==> src/rtl/udp_tx_pkg.sv <==
// UDP transmit port definitions
package udp_tx_pkg;

    typedef logic [7:0]  byte_t;
    typedef logic [47:0] mac_addr_t;
    typedef logic [31:0] ipv4_addr_t;
    typedef logic [15:0] udp_port_t;

    localparam int MAX_PAYLOAD = 64;

    typedef logic [5:0] payload_addr_t;
    typedef logic [6:0] payload_len_t;     // 0 to 64

    localparam int DESCRIPTOR_BYTES = 12;  // MAC, IPv4, port
    localparam int HEADER_BYTES     = 42;  // Ethernet 14, IPv4 20, UDP 8
    localparam int MIN_FRAME_BYTES  = 60;  // Without FCS

    ////////////////////////////////////////
    // Protocol constants
    ////////////////////////////////////////
    localparam logic [15:0] ETHERTYPE_IPV4    = 16'h0800;
    localparam logic [7:0]  IPV4_TTL          = 8'd64;
    localparam logic [7:0]  IPV4_PROTOCOL_UDP = 8'd17;
    localparam logic [15:0] IPV4_FLAGS_DF     = 16'h4000;
    localparam logic [15:0] UDP_SOURCE_PORT   = 16'h0400;

    ////////////////////////////////////////
    // State machines
    ////////////////////////////////////////
    typedef enum logic [1:0] {
        CAPTURE_DESCRIPTOR,
        CAPTURE_PAYLOAD,
        CAPTURE_HOLD
    } capture_state_e;

    typedef enum logic [2:0] {
        GEN_IDLE,
        GEN_CHECKSUM,
        GEN_HEADER,
        GEN_PAYLOAD,
        GEN_PAD,
        GEN_FCS
    } generator_state_e;

endpackage

==> src/rtl/frame_check_sequence.sv <==
// Ethernet CRC-32
module frame_check_sequence (
    input  logic              clock,
    input  logic              rst_n,
    input  udp_tx_pkg::byte_t data,
    input  logic              data_valid,
    input  logic              data_last,
    output logic [31:0]       fcs,
    output logic              fcs_valid
);
    logic [31:0] crc;
    logic [31:0] crc_next;

    function automatic logic [31:0] crc_byte(input logic [31:0] crc_in, input logic [7:0] d);
        logic [31:0] c;
        c = crc_in ^ {24'd0, d};
        for (int i = 0; i < 8; i++) begin
            c = c[0] ? ((c >> 1) ^ 32'hEDB8_8320) : (c >> 1);  // Reflected 0x04C11DB7
        end
        return c;
    endfunction

    assign crc_next = crc_byte(crc, data);

    always_ff @(posedge clock or negedge rst_n) begin
        if (!rst_n) begin
            crc       <= '1;
            fcs       <= '0;
            fcs_valid <= 1'b0;
        end else begin
            fcs_valid <= 1'b0;
            if (data_valid) begin
                if (data_last) begin
                    fcs       <= ~crc_next;  // Byte 0 goes out first
                    fcs_valid <= 1'b1;
                    crc       <= '1;
                end else begin
                    crc <= crc_next;
                end
            end
        end
    end

endmodule

==> src/rtl/frame_generator.sv <==
// Ethernet frame generator
module frame_generator (
    input  logic                      clock,
    input  logic                      rst_n,
    input  udp_tx_pkg::mac_addr_t     mac_source,
    input  udp_tx_pkg::ipv4_addr_t    ipv4_source,
    input  logic                      frame_pending,
    output logic                      frame_done,
    input  udp_tx_pkg::mac_addr_t     mac_destination,
    input  udp_tx_pkg::ipv4_addr_t    ipv4_destination,
    input  udp_tx_pkg::udp_port_t     udp_destination,
    input  udp_tx_pkg::payload_len_t  payload_length,
    output udp_tx_pkg::payload_addr_t read_address,
    input  udp_tx_pkg::byte_t         read_data,
    output udp_tx_pkg::byte_t         checksum_data,
    output logic                      checksum_valid,
    output logic                      checksum_last,
    input  logic [15:0]               checksum_result,
    input  logic                      checksum_result_valid,
    output udp_tx_pkg::byte_t         fcs_data,
    output logic                      fcs_data_valid,
    output logic                      fcs_data_last,
    input  logic [31:0]               fcs,
    input  logic                      fcs_valid,
    output udp_tx_pkg::byte_t         tx_data,
    output logic                      tx_last,
    output logic                      tx_valid,
    input  logic                      tx_ready
);
    import udp_tx_pkg::*;

    generator_state_e          state;
    logic [6:0]                count;           // Frame position, FCS byte in FCS
    logic [15:0]               identification;
    logic [15:0]               header_checksum;
    logic                      fcs_held;
    logic [15:0]               ipv4_total_length;
    logic [15:0]               udp_length;
    logic [6:0]                payload_end;
    logic [HEADER_BYTES*8-1:0] header;
    logic [5:0]                header_index;
    byte_t                     header_byte;
    logic                      transfer;

    ////////////////////////////////////////
    // Header byte select
    ////////////////////////////////////////
    assign ipv4_total_length = 16'd28 + {9'd0, payload_length};  // IPv4 + UDP headers
    assign udp_length        = 16'd8 + {9'd0, payload_length};

    assign header = {mac_destination, mac_source, ETHERTYPE_IPV4,
                     8'h45, 8'h00, ipv4_total_length, identification,
                     IPV4_FLAGS_DF, IPV4_TTL, IPV4_PROTOCOL_UDP, header_checksum,
                     ipv4_source, ipv4_destination,
                     UDP_SOURCE_PORT, udp_destination, udp_length, 16'h0000};

    always_comb begin
        case (state)
            GEN_CHECKSUM: header_index = count[5:0] + 6'd14;  // IPv4 part only
            GEN_HEADER:   header_index = count[5:0];
            default:      header_index = '0;
        endcase
    end

    assign header_byte = header[HEADER_BYTES*8-1 - 8*header_index -: 8];

    assign checksum_data  = header_byte;
    assign checksum_valid = (state == GEN_CHECKSUM) && (count < 7'd20);
    assign checksum_last  = (state == GEN_CHECKSUM) && (count == 7'd19);

    ////////////////////////////////////////
    // Output stream
    ////////////////////////////////////////
    assign read_address = count[5:0] - 6'(HEADER_BYTES);
    assign payload_end  = 7'(HEADER_BYTES - 1) + payload_length;

    always_comb begin
        case (state)
            GEN_HEADER:  tx_data = header_byte;
            GEN_PAYLOAD: tx_data = read_data;
            GEN_FCS:     tx_data = fcs[8*count[1:0] +: 8];
            default:     tx_data = '0;  // Pad
        endcase
    end

    assign tx_valid   = (state == GEN_HEADER) || (state == GEN_PAYLOAD) ||
                        (state == GEN_PAD) || (state == GEN_FCS && fcs_held);
    assign tx_last    = (state == GEN_FCS) && fcs_held && (count == 7'd3);
    assign transfer   = tx_valid && tx_ready;
    assign frame_done = transfer && tx_last;

    // Last byte before the FCS, at or past the minimum length
    assign fcs_data_last = (state == GEN_PAD && count == 7'(MIN_FRAME_BYTES - 1)) ||
                           (state == GEN_PAYLOAD && count == payload_end &&
                            count >= 7'(MIN_FRAME_BYTES - 1));
    assign fcs_data       = tx_data;
    assign fcs_data_valid = transfer && (state != GEN_FCS);

    // Zero while the checksum runs
    always_ff @(posedge clock) begin
        if (checksum_result_valid) begin
            header_checksum <= checksum_result;
        end else if (state == GEN_IDLE) begin
            header_checksum <= '0;
        end
    end

    ////////////////////////////////////////
    // Sequencer
    ////////////////////////////////////////
    always_ff @(posedge clock or negedge rst_n) begin
        if (!rst_n) begin
            state          <= GEN_IDLE;
            count          <= '0;
            identification <= '0;
            fcs_held       <= 1'b0;
        end else begin
            case (state)
                GEN_IDLE: begin
                    if (frame_pending) begin
                        state <= GEN_CHECKSUM;
                        count <= '0;
                    end
                end
                GEN_CHECKSUM: begin
                    if (checksum_valid) begin
                        count <= count + 1'b1;
                    end
                    if (checksum_result_valid) begin
                        state <= GEN_HEADER;
                        count <= '0;
                    end
                end
                GEN_HEADER: begin
                    if (transfer) begin
                        count <= count + 1'b1;
                        if (count == 7'(HEADER_BYTES - 1)) begin
                            state <= (payload_length != '0) ? GEN_PAYLOAD : GEN_PAD;
                        end
                    end
                end
                GEN_PAYLOAD, GEN_PAD: begin
                    if (transfer) begin
                        count <= count + 1'b1;
                        if (fcs_data_last) begin
                            state <= GEN_FCS;
                            count <= '0;
                        end else if (state == GEN_PAYLOAD && count == payload_end) begin
                            state <= GEN_PAD;  // Short frame
                        end
                    end
                end
                GEN_FCS: begin
                    if (fcs_valid) begin
                        fcs_held <= 1'b1;
                    end
                    if (transfer) begin
                        count <= count + 1'b1;
                    end
                    if (frame_done) begin
                        state          <= GEN_IDLE;
                        fcs_held       <= 1'b0;
                        identification <= identification + 1'b1;
                    end
                end
                default: state <= GEN_IDLE;
            endcase
        end
    end

endmodule

==> src/rtl/ipv4_checksum.sv <==
// Internet checksum
module ipv4_checksum (
    input  logic              clock,
    input  logic              rst_n,
    input  udp_tx_pkg::byte_t data,
    input  logic              data_valid,
    input  logic              data_last,
    output logic [15:0]       result,
    output logic              result_valid
);
    logic [15:0] accumulator;
    logic [7:0]  high_byte;
    logic        byte_held;     // High half of a word waiting
    logic [15:0] word;
    logic [16:0] sum;
    logic [15:0] folded;

    // Odd trailing byte is padded with zero
    assign word   = byte_held ? {high_byte, data} : {data, 8'h00};
    assign sum    = {1'b0, accumulator} + {1'b0, word};
    assign folded = sum[15:0] + {15'd0, sum[16]};  // End-around carry

    always_ff @(posedge clock) begin
        if (data_valid && !byte_held) begin
            high_byte <= data;
        end
    end

    always_ff @(posedge clock or negedge rst_n) begin
        if (!rst_n) begin
            accumulator  <= '0;
            byte_held    <= 1'b0;
            result       <= '0;
            result_valid <= 1'b0;
        end else begin
            result_valid <= 1'b0;
            if (data_valid) begin
                if (data_last) begin
                    result       <= ~folded;
                    result_valid <= 1'b1;
                    accumulator  <= '0;
                    byte_held    <= 1'b0;
                end else if (byte_held) begin
                    accumulator <= folded;
                    byte_held   <= 1'b0;
                end else begin
                    byte_held <= 1'b1;
                end
            end
        end
    end

endmodule

==> src/rtl/payload_buffer.sv <==
// Payload RAM
module payload_buffer (
    input  logic                      clock,
    input  logic                      write_enable,
    input  udp_tx_pkg::payload_addr_t write_address,
    input  udp_tx_pkg::byte_t         write_data,
    input  udp_tx_pkg::payload_addr_t read_address,
    output udp_tx_pkg::byte_t         read_data
);
    import udp_tx_pkg::*;

    byte_t memory [MAX_PAYLOAD];

    always_ff @(posedge clock) begin
        if (write_enable) begin
            memory[write_address] <= write_data;
        end
    end

    // Combinational read, one byte per cycle out of the generator
    assign read_data = memory[read_address];

endmodule

==> src/rtl/tx_request_capture.sv <==
// Transmit request capture
module tx_request_capture (
    input  logic                      clock,
    input  logic                      rst_n,
    input  udp_tx_pkg::byte_t         in_data,
    input  logic                      in_last,
    input  logic                      in_valid,
    output logic                      in_ready,
    output logic                      write_enable,
    output udp_tx_pkg::payload_addr_t write_address,
    output udp_tx_pkg::byte_t         write_data,
    output logic                      frame_pending,
    input  logic                      frame_done,
    output udp_tx_pkg::mac_addr_t     mac_destination,
    output udp_tx_pkg::ipv4_addr_t    ipv4_destination,
    output udp_tx_pkg::udp_port_t     udp_destination,
    output udp_tx_pkg::payload_len_t  payload_length
);
    import udp_tx_pkg::*;

    capture_state_e                state;
    logic [3:0]                    descriptor_count;
    logic [DESCRIPTOR_BYTES*8-1:0] descriptor;
    payload_len_t                  length;
    logic                          accept;

    assign in_ready      = (state != CAPTURE_HOLD);
    assign accept        = in_valid && in_ready;
    assign frame_pending = (state == CAPTURE_HOLD);

    // Bytes past the cap are taken and dropped
    assign write_enable  = accept && (state == CAPTURE_PAYLOAD) &&
                           (length < payload_len_t'(MAX_PAYLOAD));
    assign write_address = length[5:0];
    assign write_data    = in_data;

    assign {mac_destination, ipv4_destination, udp_destination} = descriptor;
    assign payload_length = length;

    // MSB first, so shift left
    always_ff @(posedge clock) begin
        if (accept && state == CAPTURE_DESCRIPTOR) begin
            descriptor <= {descriptor[DESCRIPTOR_BYTES*8-9:0], in_data};
        end
    end

    always_ff @(posedge clock or negedge rst_n) begin
        if (!rst_n) begin
            state            <= CAPTURE_DESCRIPTOR;
            descriptor_count <= '0;
            length           <= '0;
        end else begin
            case (state)
                CAPTURE_DESCRIPTOR: begin
                    if (accept) begin
                        descriptor_count <= descriptor_count + 1'b1;
                        if (in_last) begin
                            state <= CAPTURE_HOLD;  // Empty payload
                        end else if (descriptor_count == 4'(DESCRIPTOR_BYTES - 1)) begin
                            state <= CAPTURE_PAYLOAD;
                        end
                    end
                end
                CAPTURE_PAYLOAD: begin
                    if (accept) begin
                        if (write_enable) begin
                            length <= length + 1'b1;
                        end
                        if (in_last) begin
                            state <= CAPTURE_HOLD;
                        end
                    end
                end
                CAPTURE_HOLD: begin
                    // Fields stay put until the generator is finished
                    if (frame_done) begin
                        state            <= CAPTURE_DESCRIPTOR;
                        descriptor_count <= '0;
                        length           <= '0;
                    end
                end
                default: state <= CAPTURE_DESCRIPTOR;
            endcase
        end
    end

endmodule

==> src/rtl/udp_tx_port.sv <==
// UDP virtual port transmit top
module udp_tx_port (
    input  logic                   clock,
    input  logic                   rst_n,
    input  udp_tx_pkg::mac_addr_t  mac_source,
    input  udp_tx_pkg::ipv4_addr_t ipv4_source,
    input  udp_tx_pkg::byte_t      in_data,
    input  logic                   in_last,
    input  logic                   in_valid,
    output logic                   in_ready,
    output udp_tx_pkg::byte_t      tx_data,
    output logic                   tx_last,
    output logic                   tx_valid,
    input  logic                   tx_ready
);
    import udp_tx_pkg::*;

    logic          write_enable;
    payload_addr_t write_address;
    byte_t         write_data;
    payload_addr_t read_address;
    byte_t         read_data;

    logic          frame_pending;
    logic          frame_done;
    mac_addr_t     mac_destination;
    ipv4_addr_t    ipv4_destination;
    udp_port_t     udp_destination;
    payload_len_t  payload_length;

    byte_t         checksum_data;
    logic          checksum_valid;
    logic          checksum_last;
    logic [15:0]   checksum_result;
    logic          checksum_result_valid;

    byte_t         fcs_data;
    logic          fcs_data_valid;
    logic          fcs_data_last;
    logic [31:0]   fcs;
    logic          fcs_valid;

    tx_request_capture i_tx_request_capture (
        .clock            (clock),
        .rst_n            (rst_n),
        .in_data          (in_data),
        .in_last          (in_last),
        .in_valid         (in_valid),
        .in_ready         (in_ready),
        .write_enable     (write_enable),
        .write_address    (write_address),
        .write_data       (write_data),
        .frame_pending    (frame_pending),
        .frame_done       (frame_done),
        .mac_destination  (mac_destination),
        .ipv4_destination (ipv4_destination),
        .udp_destination  (udp_destination),
        .payload_length   (payload_length)
    );

    payload_buffer i_payload_buffer (
        .clock         (clock),
        .write_enable  (write_enable),
        .write_address (write_address),
        .write_data    (write_data),
        .read_address  (read_address),
        .read_data     (read_data)
    );

    ipv4_checksum i_ipv4_checksum (
        .clock        (clock),
        .rst_n        (rst_n),
        .data         (checksum_data),
        .data_valid   (checksum_valid),
        .data_last    (checksum_last),
        .result       (checksum_result),
        .result_valid (checksum_result_valid)
    );

    frame_check_sequence i_frame_check_sequence (
        .clock      (clock),
        .rst_n      (rst_n),
        .data       (fcs_data),
        .data_valid (fcs_data_valid),
        .data_last  (fcs_data_last),
        .fcs        (fcs),
        .fcs_valid  (fcs_valid)
    );

    frame_generator i_frame_generator (
        .clock                 (clock),
        .rst_n                 (rst_n),
        .mac_source            (mac_source),
        .ipv4_source           (ipv4_source),
        .frame_pending         (frame_pending),
        .frame_done            (frame_done),
        .mac_destination       (mac_destination),
        .ipv4_destination      (ipv4_destination),
        .udp_destination       (udp_destination),
        .payload_length        (payload_length),
        .read_address          (read_address),
        .read_data             (read_data),
        .checksum_data         (checksum_data),
        .checksum_valid        (checksum_valid),
        .checksum_last         (checksum_last),
        .checksum_result       (checksum_result),
        .checksum_result_valid (checksum_result_valid),
        .fcs_data              (fcs_data),
        .fcs_data_valid        (fcs_data_valid),
        .fcs_data_last         (fcs_data_last),
        .fcs                   (fcs),
        .fcs_valid             (fcs_valid),
        .tx_data               (tx_data),
        .tx_last               (tx_last),
        .tx_valid              (tx_valid),
        .tx_ready              (tx_ready)
    );

endmodule

==> config.mk <==
export PLATFORM = sky130hd
export DESIGN_NAME = udp_tx_port
export DESIGN_NICKNAME = d
export VERILOG_FILES = /design/src/rtl/udp_tx_pkg.sv /design/src/rtl/frame_check_sequence.sv /design/src/rtl/frame_generator.sv /design/src/rtl/ipv4_checksum.sv /design/src/rtl/payload_buffer.sv /design/src/rtl/tx_request_capture.sv /design/src/rtl/udp_tx_port.sv
export SDC_FILE = /design/constraint.sdc
export NUM_CORES = 1
export LEC_CHECK = 0
export BUFFER_PORTS_ARGS = -buffer_cell sky130_fd_sc_hd__buf_2
export CAP_MARGIN = 10
export CORE_MARGIN = 8
export CORE_UTILIZATION = 35
export CTS_CLUSTER_SIZE = 16
export DETAILED_ROUTE_END_ITERATION = 7
export MAX_ROUTING_LAYER = met4
export PLACE_DENSITY = 0.58
export SYNTH_ARGS = -nofsm -noshare
export SYNTH_HDL_FRONTEND = slang
export SYNTH_HIERARCHICAL = 1
export SYNTH_SLANG_ARGS = --single-unit
==> constraint.sdc <==
create_clock -name clock -period 8.1 [get_ports clock]
set_input_delay 1.62 -clock clock [delete_from_list [all_inputs] [get_ports clock]]
set_output_delay 1.62 -clock clock [all_outputs]
set_load 0.02 [all_outputs]
==> results of run 1 <==
-- through the flow --
stage / hold slack (ns) / total power, uW / area (um2) / setup slack (ns)
6_report: 0.436 / 17400 / 39800 / 0.512
5_1_grt: 0.431 / 18300 / 39800 / 0.0234
4_1_cts: 0.431 / 17400 / 39700 / 0.0953
3_5_place_dp: 0.431 / 13700 / 37100 / 0.129
3_3_place_gp: 0.420 / 13600 / 37100 / 0.285
2_1_floorplan: 0.417 / 11200 / 35300 / 0.374
-- power breakdown --
part           leakage (uW)  switching, uW  total, uW  internal, uW
logic               0.00501           5330       8820          3490
clock network       0.00123           1590       3610          2020
registers           0.00743            222       4940          4720
-- worst min path at each step --
| stage | start | endpoint |
|---|---|---|
| 6_report | i_tx_request_capture/descriptor[21]$_DFFE_PP_ | i_tx_request_capture/descriptor[29]$_DFFE_PP_ |
| 5_1_grt | i_tx_request_capture/descriptor[54]$_DFFE_PP_ | i_tx_request_capture/descriptor[62]$_DFFE_PP_ |
| 4_1_cts | i_tx_request_capture/descriptor[54]$_DFFE_PP_ | i_tx_request_capture/descriptor[62]$_DFFE_PP_ |
| 3_5_place_dp | i_tx_request_capture/descriptor[38]$_DFFE_PP_ | i_tx_request_capture/descriptor[46]$_DFFE_PP_ |
| 3_3_place_gp | i_tx_request_capture/descriptor[32]$_DFFE_PP_ | i_tx_request_capture/descriptor[40]$_DFFE_PP_ |
| 2_1_floorplan | i_tx_request_capture/descriptor[2]$_DFFE_PP_ | i_tx_request_capture/descriptor[10]$_DFFE_PP_ |
-- what timing repair did --
item / in CTS / in global routing
resized for setup: 0 / 8
endpoints found under the setup margin: 0 / 5
buffers inserted: 0 / 5
-- layout make-up --
| type | count | area [um2] |
|---|---|---|
| tap | 1298 | 1620 |
| sequential | 771 | 22500 |
| fill | 9118 | 60200 |
| timing repair buffer | 175 | 1100 |
| multi-input combinational | 1405 | 11900 |
| antenna | 1 | 2.50 |
| clock inverter | 40 | 452 |
| inverter | 37 | 144 |
| clock buffer | 105 | 2140 |
-- placed cells by master (no fill, tap or decap), types with 18 or more instances in the layout --
| cell type | instances |
|---|---|
| buf_4 | 69 |
| dfrtp_1 | 105 |
| dfstp_2 | 32 |
| nor3_1 | 30 |
| a21oi_1 | 69 |
| mux2_2 | 44 |
| clkbuf_1 | 22 |
| a211oi_1 | 19 |
| o2bb2ai_1 | 18 |
| o21ai_0 | 69 |
| nand2_1 | 194 |
| mux2i_1 | 70 |
| o22ai_1 | 18 |
| nor2_1 | 153 |
| and2_1 | 26 |
| xor2_1 | 39 |
| edfxtp_1 | 632 |
| mux4_2 | 140 |
| clkbuf_16 | 81 |
| a22oi_1 | 20 |
| nor2b_1 | 23 |
| nand3_1 | 62 |
| buf_2 | 102 |
| xnor2_1 | 73 |
| ha_1 | 35 |
| and3_1 | 27 |
| inv_1 | 32 |
-- registers in the layout, indices dropped and copies added, names as in the netlist --
signal and count:
i_frame_generator/state 3, i_frame_check_sequence/fcs 32, i_frame_generator/count 7, i_tx_request_capture/payload_length 7, i_ipv4_checksum/byte_held 1, i_ipv4_checksum/accumulator 16, i_frame_generator/identification 16, i_payload_buffer/memory 512
i_ipv4_checksum/high_byte 8, i_tx_request_capture/state 2, i_tx_request_capture/descriptor_count 4, i_frame_check_sequence/fcs_valid 1, i_tx_request_capture/descriptor 96, i_frame_generator/fcs_held 1, i_frame_check_sequence/crc 32, i_frame_generator/header_checksum 16
i_ipv4_checksum/result_valid 1, i_ipv4_checksum/result 16
-- logic make-up (layout without fill, tap and decap cells) --
logic type / after synthesis / in the layout / synth area share
DFF: 771 / 771 / 0.638
and+or+nand+nor: 597 / 598 / 0.0805
AOI/OAI and AO/OA: 382 / 382 / 0.0765
muxes: 255 / 255 / 0.124
buffers and inverters: 194 / 357 / 0.0283
xor gates and xnor gates: 134 / 134 / 0.0401
adders and majority gates: 36 / 36 / 0.0130
other: 0 / 1 / 0
-- layer usage --
metal	up-vias	GRT usage	wire [um]
met4	0	0.0568	3050
met2	659	0.252	42400
li1	9345	-	-
met1	10676	0.214	38800
met3	177	0.0291	5400
met5	-	-	0
==> results_dict.tcl, run 1 <==
set metrics [dict create \
    run_status "completed" \
    syn2layout_area_growth_pct 12.9 \
    instances_no_fill 3832 \
    die-height_um 333 \
    cp.depth 31 \
    final-setup-viol-count 0 \
    r2r_slack_ns 0.51 \
    worst_pin_slew_ns 1.21 \
    crit_arrival_ns 8.10 \
    maxSlewViolCount 0 \
    yosys_warnings 6 \
    skew_ns 0.0482 \
    hold_violations 0 \
    drive_gt1_frac 0.224 \
    grt_use_total 0.162 \
    vdd_ir_drop_max_v 0.000331 \
    fin_crit_sh 0.937 \
    row_count 116 \
    rsz0062_at_grt "no" \
    floorplan.initialDensity 0.353 \
    reg2reg_from "i_frame_generator/state[1]$_DFFE_PN0P_" \
    clk_pin_slew_worst_paths_ns 0.06 \
    worstPathRequired_ns 8.61 \
    crit_end "i_ipv4_checksum/result[15]$_DFFE_PN0P_" \
    tns_ns 0 \
    gp_congestion 0.924 \
    grt_pass1_wl_um 136000 \
    drc 0 \
    cts_tree "yes" \
    fin_util 0.398 \
    max-cap-violations 0 \
    ios 104 \
    ctsHoldBuffers 0 \
    synth_edf_count 632 \
    numClockSinks 771 \
    crit_buf_inv 3 \
    clockBufferDepth 3 \
    syn_area_um2 35300 \
    cp_common_cell "ha_1" \
    cp_slowest_stage_delay_ns 0.53 \
    startpoint "i_frame_generator/state[1]$_DFFE_PN0P_" \
    wire_per_inst_um 23.4 \
    reg2reg_to "i_ipv4_checksum/result[15]$_DFFE_PN0P_" \
    grt_max_degree 117 \
    criticalPathCategory "reg2reg" \
    worstSetupStartpointType "register" \
    yosysTopAreaCellShare 0.538 \
    syn-num-nets 2498 \
    p_leak_uw 0.0137 \
    period_needed_ns 7.59 \
    cp_max_fo 13 \
    place_inst 3680 \
    cp_top_family "simple AND/OR/NAND/NOR gates" \
    place.port_buffers 103 \
    ys_ff_latch 771 \
    relSlewSlack 0.182 \
    die_area_um2 111000 \
    hp-class "reg2reg" \
    reg2regPathDepth 31 \
    routed_wl_um 89600 \
    detail-route-antenna-nets 0 \
    synthCells 2369 \
    synth_top_area_cell "edfxtp_1" \
    synthFlopType "edfxtp_1" \
    grt_antenna_before_repair 3 \
    ys_top_cells_by_count "edfxtp_1, nand2_1, nor2_1" \
    htreeDepth 3 \
    dpl.hpwl_um 58400 \
    die_x_um 333 \
    drt_iter0_drc 1917 \
    cts_buffers 81 \
    cts-root-buf "clkbuf_16" \
    coreArea_um2 100000 \
    avgSynthCellArea_um2 14.9 \
    ys_types 102 \
    p_per_area_nw_per_um2 436 \
    seq_area_frac_synth 0.638 \
    async_reset_ff_frac 0.180 \
    overflow 0 \
    ys_top_cells_by_area "edfxtp_1, mux4_2, dfrtp_1" \
    yosysMostFrequentCell "edfxtp_1" \
    fin_nets 2600 \
    first_pass_iters 5 \
    holdPathStages 0 \
    grt_pass1_vias 21466 \
    fmax_mhz 132 \
    vias_per_cell 5.44 \
    clkLatencyLatePin_ns 0.67 \
    vias 20857 \
    slowest_stage "or4b_1" \
    cp-end-kind "register" \
]
Power figures use the tool's default switching activity.
==> run 2: changes to the inputs <==
--- a/config.mk
+++ b/config.mk
@@ -12,7 +12,7 @@
 export CTS_CLUSTER_SIZE = 16
 export DETAILED_ROUTE_END_ITERATION = 7
 export MAX_ROUTING_LAYER = met4
-export PLACE_DENSITY = 0.58
+export PLACE_DENSITY = 0.6
 export SYNTH_ARGS = -nofsm -noshare
 export SYNTH_HDL_FRONTEND = slang
 export SYNTH_HIERARCHICAL = 1
==> constraint.sdc (replaced) <==
create_clock -name clock -period 8.1 [get_ports clock]
set_input_delay 1.62 -clock clock [delete_from_list [all_inputs] [get_ports clock]]
set_output_delay 1.62 -clock clock [all_outputs]
set_load 0.01 [all_outputs]
==> run 2 against run 1 <==
Sequential share of layout area fell by 0.094 points. First-iteration DRC count rose by 8.9%. Flip-flop and latch count did not move. Clock skew fell by 0.016 ns. Combinational power fell by 0.5%. Die area did not move. Global-route usage fell by 0.28 points. Critical endpoint unchanged. Clock power rose by 3%. Largest power group unchanged.
==> results_dict.tcl, run 2 (synthesis results as in run 1) <==
set metrics [dict create \
    gp_congestion 0.925 \
    p_per_area_nw_per_um2 438 \
    drt_iter0_drc 2087 \
    ios 104 \
    numClockSinks 771 \
    grt_max_degree 112 \
    die-height_um 333 \
    largest_register_ffs 512 \
    clkLatencyLatePin_ns 0.65 \
    cts-root-buf "clkbuf_16" \
    dp_worst_setup_slack_ns 0.138 \
    place_inst 3673 \
    grt_pass1_wl_um 134000 \
    instances_no_fill 3830 \
    use_met3 0.0293 \
    regMostFlops "i_payload_buffer/memory" \
    overflow 0 \
    use_met2 0.250 \
    routed_wl_um 88300 \
    detail-route-antenna-nets 0 \
    crit_arrival_ns 8.18 \
    worstPathRequired_ns 8.61 \
    floorplan.initialDensity 0.353 \
    criticalPathCategory "reg2reg" \
    drive_gt1_frac 0.227 \
    period_needed_ns 7.66 \
    run_status "completed" \
    drc 0 \
    skew_ns 0.0323 \
    die_area_um2 111000 \
    slowest_stage "or4b_1" \
    fin_crit_sh 0.946 \
    ctsHoldBuffers 0 \
    grt_antenna_before_repair 1 \
    met1_usage 0.209 \
    r2r_slack_ns 0.44 \
    vdd_ir_drop_max_v 0.000438 \
    top_usage_layer "met2" \
    place.port_buffers 103 \
    hp-class "reg2reg" \
    cp_common_cell "ha_1" \
    hold_slack_ns 0.440 \
    cp-end-kind "register" \
    row_count 116 \
    grt_use_total 0.159 \
    final-setup-viol-count 0 \
    mostFrequentLayoutCells "edfxtp_1, nand2_1, nor2_1" \
    timing.final.ws_setup_ns 0.436 \
    cts_buffers 80 \
    wire_per_inst_um 23.1 \
    n_fill_cell 9093 \
    worstSetupStartpointType "register" \
    htreeDepth 3 \
    cp_max_fo 9 \
    worst_pin_slew_ns 1.24 \
    max-cap-violations 0 \
    clk_pin_slew_worst_paths_ns 0.06 \
    relSlewSlack 0.168 \
    first_pass_iters 5 \
    fin_nets 2594 \
    hold_violations 0 \
    syn2layout_area_growth_pct 13.1 \
    dpl.hpwl_um 57600 \
    p_leak_uw 0.0137 \
    vias_per_cell 5.49 \
    maxSlewViolCount 0 \
    fmax_mhz 130 \
    vias 21010 \
    final_common_cell "edfxtp_1" \
    clockBufferDepth 3 \
    cts_tree "yes" \
    grt_pass1_vias 21253 \
    coreArea_um2 100000 \
    top_regs "i_payload_buffer/memory (512), i_tx_request_capture/descriptor (96)" \
    cp_slowest_stage_delay_ns 0.52 \
    die_x_um 333 \
]
==> run 2: path summary, 6_finish.rpt <==
kind / startpoint / end / cells past startpoint
setup / recovery: i_frame_generator/count[1]$_DFFE_PN0P_ / i_ipv4_checksum/result[15]$_DFFE_PN0P_ / 33
setup reg to reg: i_frame_generator/count[1]$_DFFE_PN0P_ / i_ipv4_checksum/result[15]$_DFFE_PN0P_ / 33
hold / removal: i_tx_request_capture/descriptor[8]$_DFFE_PP_ / i_tx_request_capture/descriptor[16]$_DFFE_PP_ / 0
hold reg to reg: i_tx_request_capture/descriptor[8]$_DFFE_PP_ / i_tx_request_capture/descriptor[16]$_DFFE_PP_ / 0
max in group asynchronous: rst_n / i_frame_check_sequence/fcs[15]$_DFFE_PN0P_ / 2
min in group asynchronous: rst_n / i_frame_generator/identification[5]$_DFFE_PN0P_ / 1
==> run 2: per-layer routing <==
| metal | wire, um | vias to the layer above |
|---|---|---|
| met4 | 2830 | 0 |
| met1 | 37800 | 10762 |
| met3 | 5590 | 177 |
| met5 | 0 | - |
| met2 | 42100 | 730 |
| li1 | - | 9341 |
==> run 2: power breakdown <==
group / switching, uW / internal (uW)
Combinational: 5310 / 3480
Clock: 1550 / 2180
Sequential: 215 / 4720
Total: 7080 / 10400
==> run 2: cell type report <==
cell class	count	area, um2	share of cell area
clock buffers	98	2130	0.0535
inverters	37	148	0.00370
well taps	1298	1620	0.0407
diodes	1	2.50	0.0000627
clock inverters	50	552	0.0138
flip-flops and latches	771	22500	0.564
multi-input cells	1404	11800	0.297
repair buffers	171	1090	0.0274
==> run 2: metrics by stage <==
step	total power (uW)	area, um2	util	TNS (ns)
2_1_floorplan	11200	35300	-	0
3_3_place_gp	13600	37100	0.371	0
3_5_place_dp	13700	37100	0.371	0
4_1_cts	17500	39800	0.398	0
5_1_grt	18400	39900	0.399	-0.0719
6_report	17500	39900	0.399	0
==> run 2: timing repair <==
| item | 4_1_cts | 5_1_grt |
|---|---|---|
| setup endpoints to repair | 0 | 7 |
| gates resized for setup | 0 | 5 |
| buffers inserted | 0 | 5 |
==> run 2: critical path, delay by kind of cell, from the launching register on <==
family,cells,cell delay (ns)
xor gates and xnor gates,2,0.47
buffers and inverters,4,0.50
DFF,1,0.43
and+or+nand+nor,11,2.45
AOI/OAI and AO/OA,11,2.21
muxes,1,0.27
adders and majority gates,4,1.22
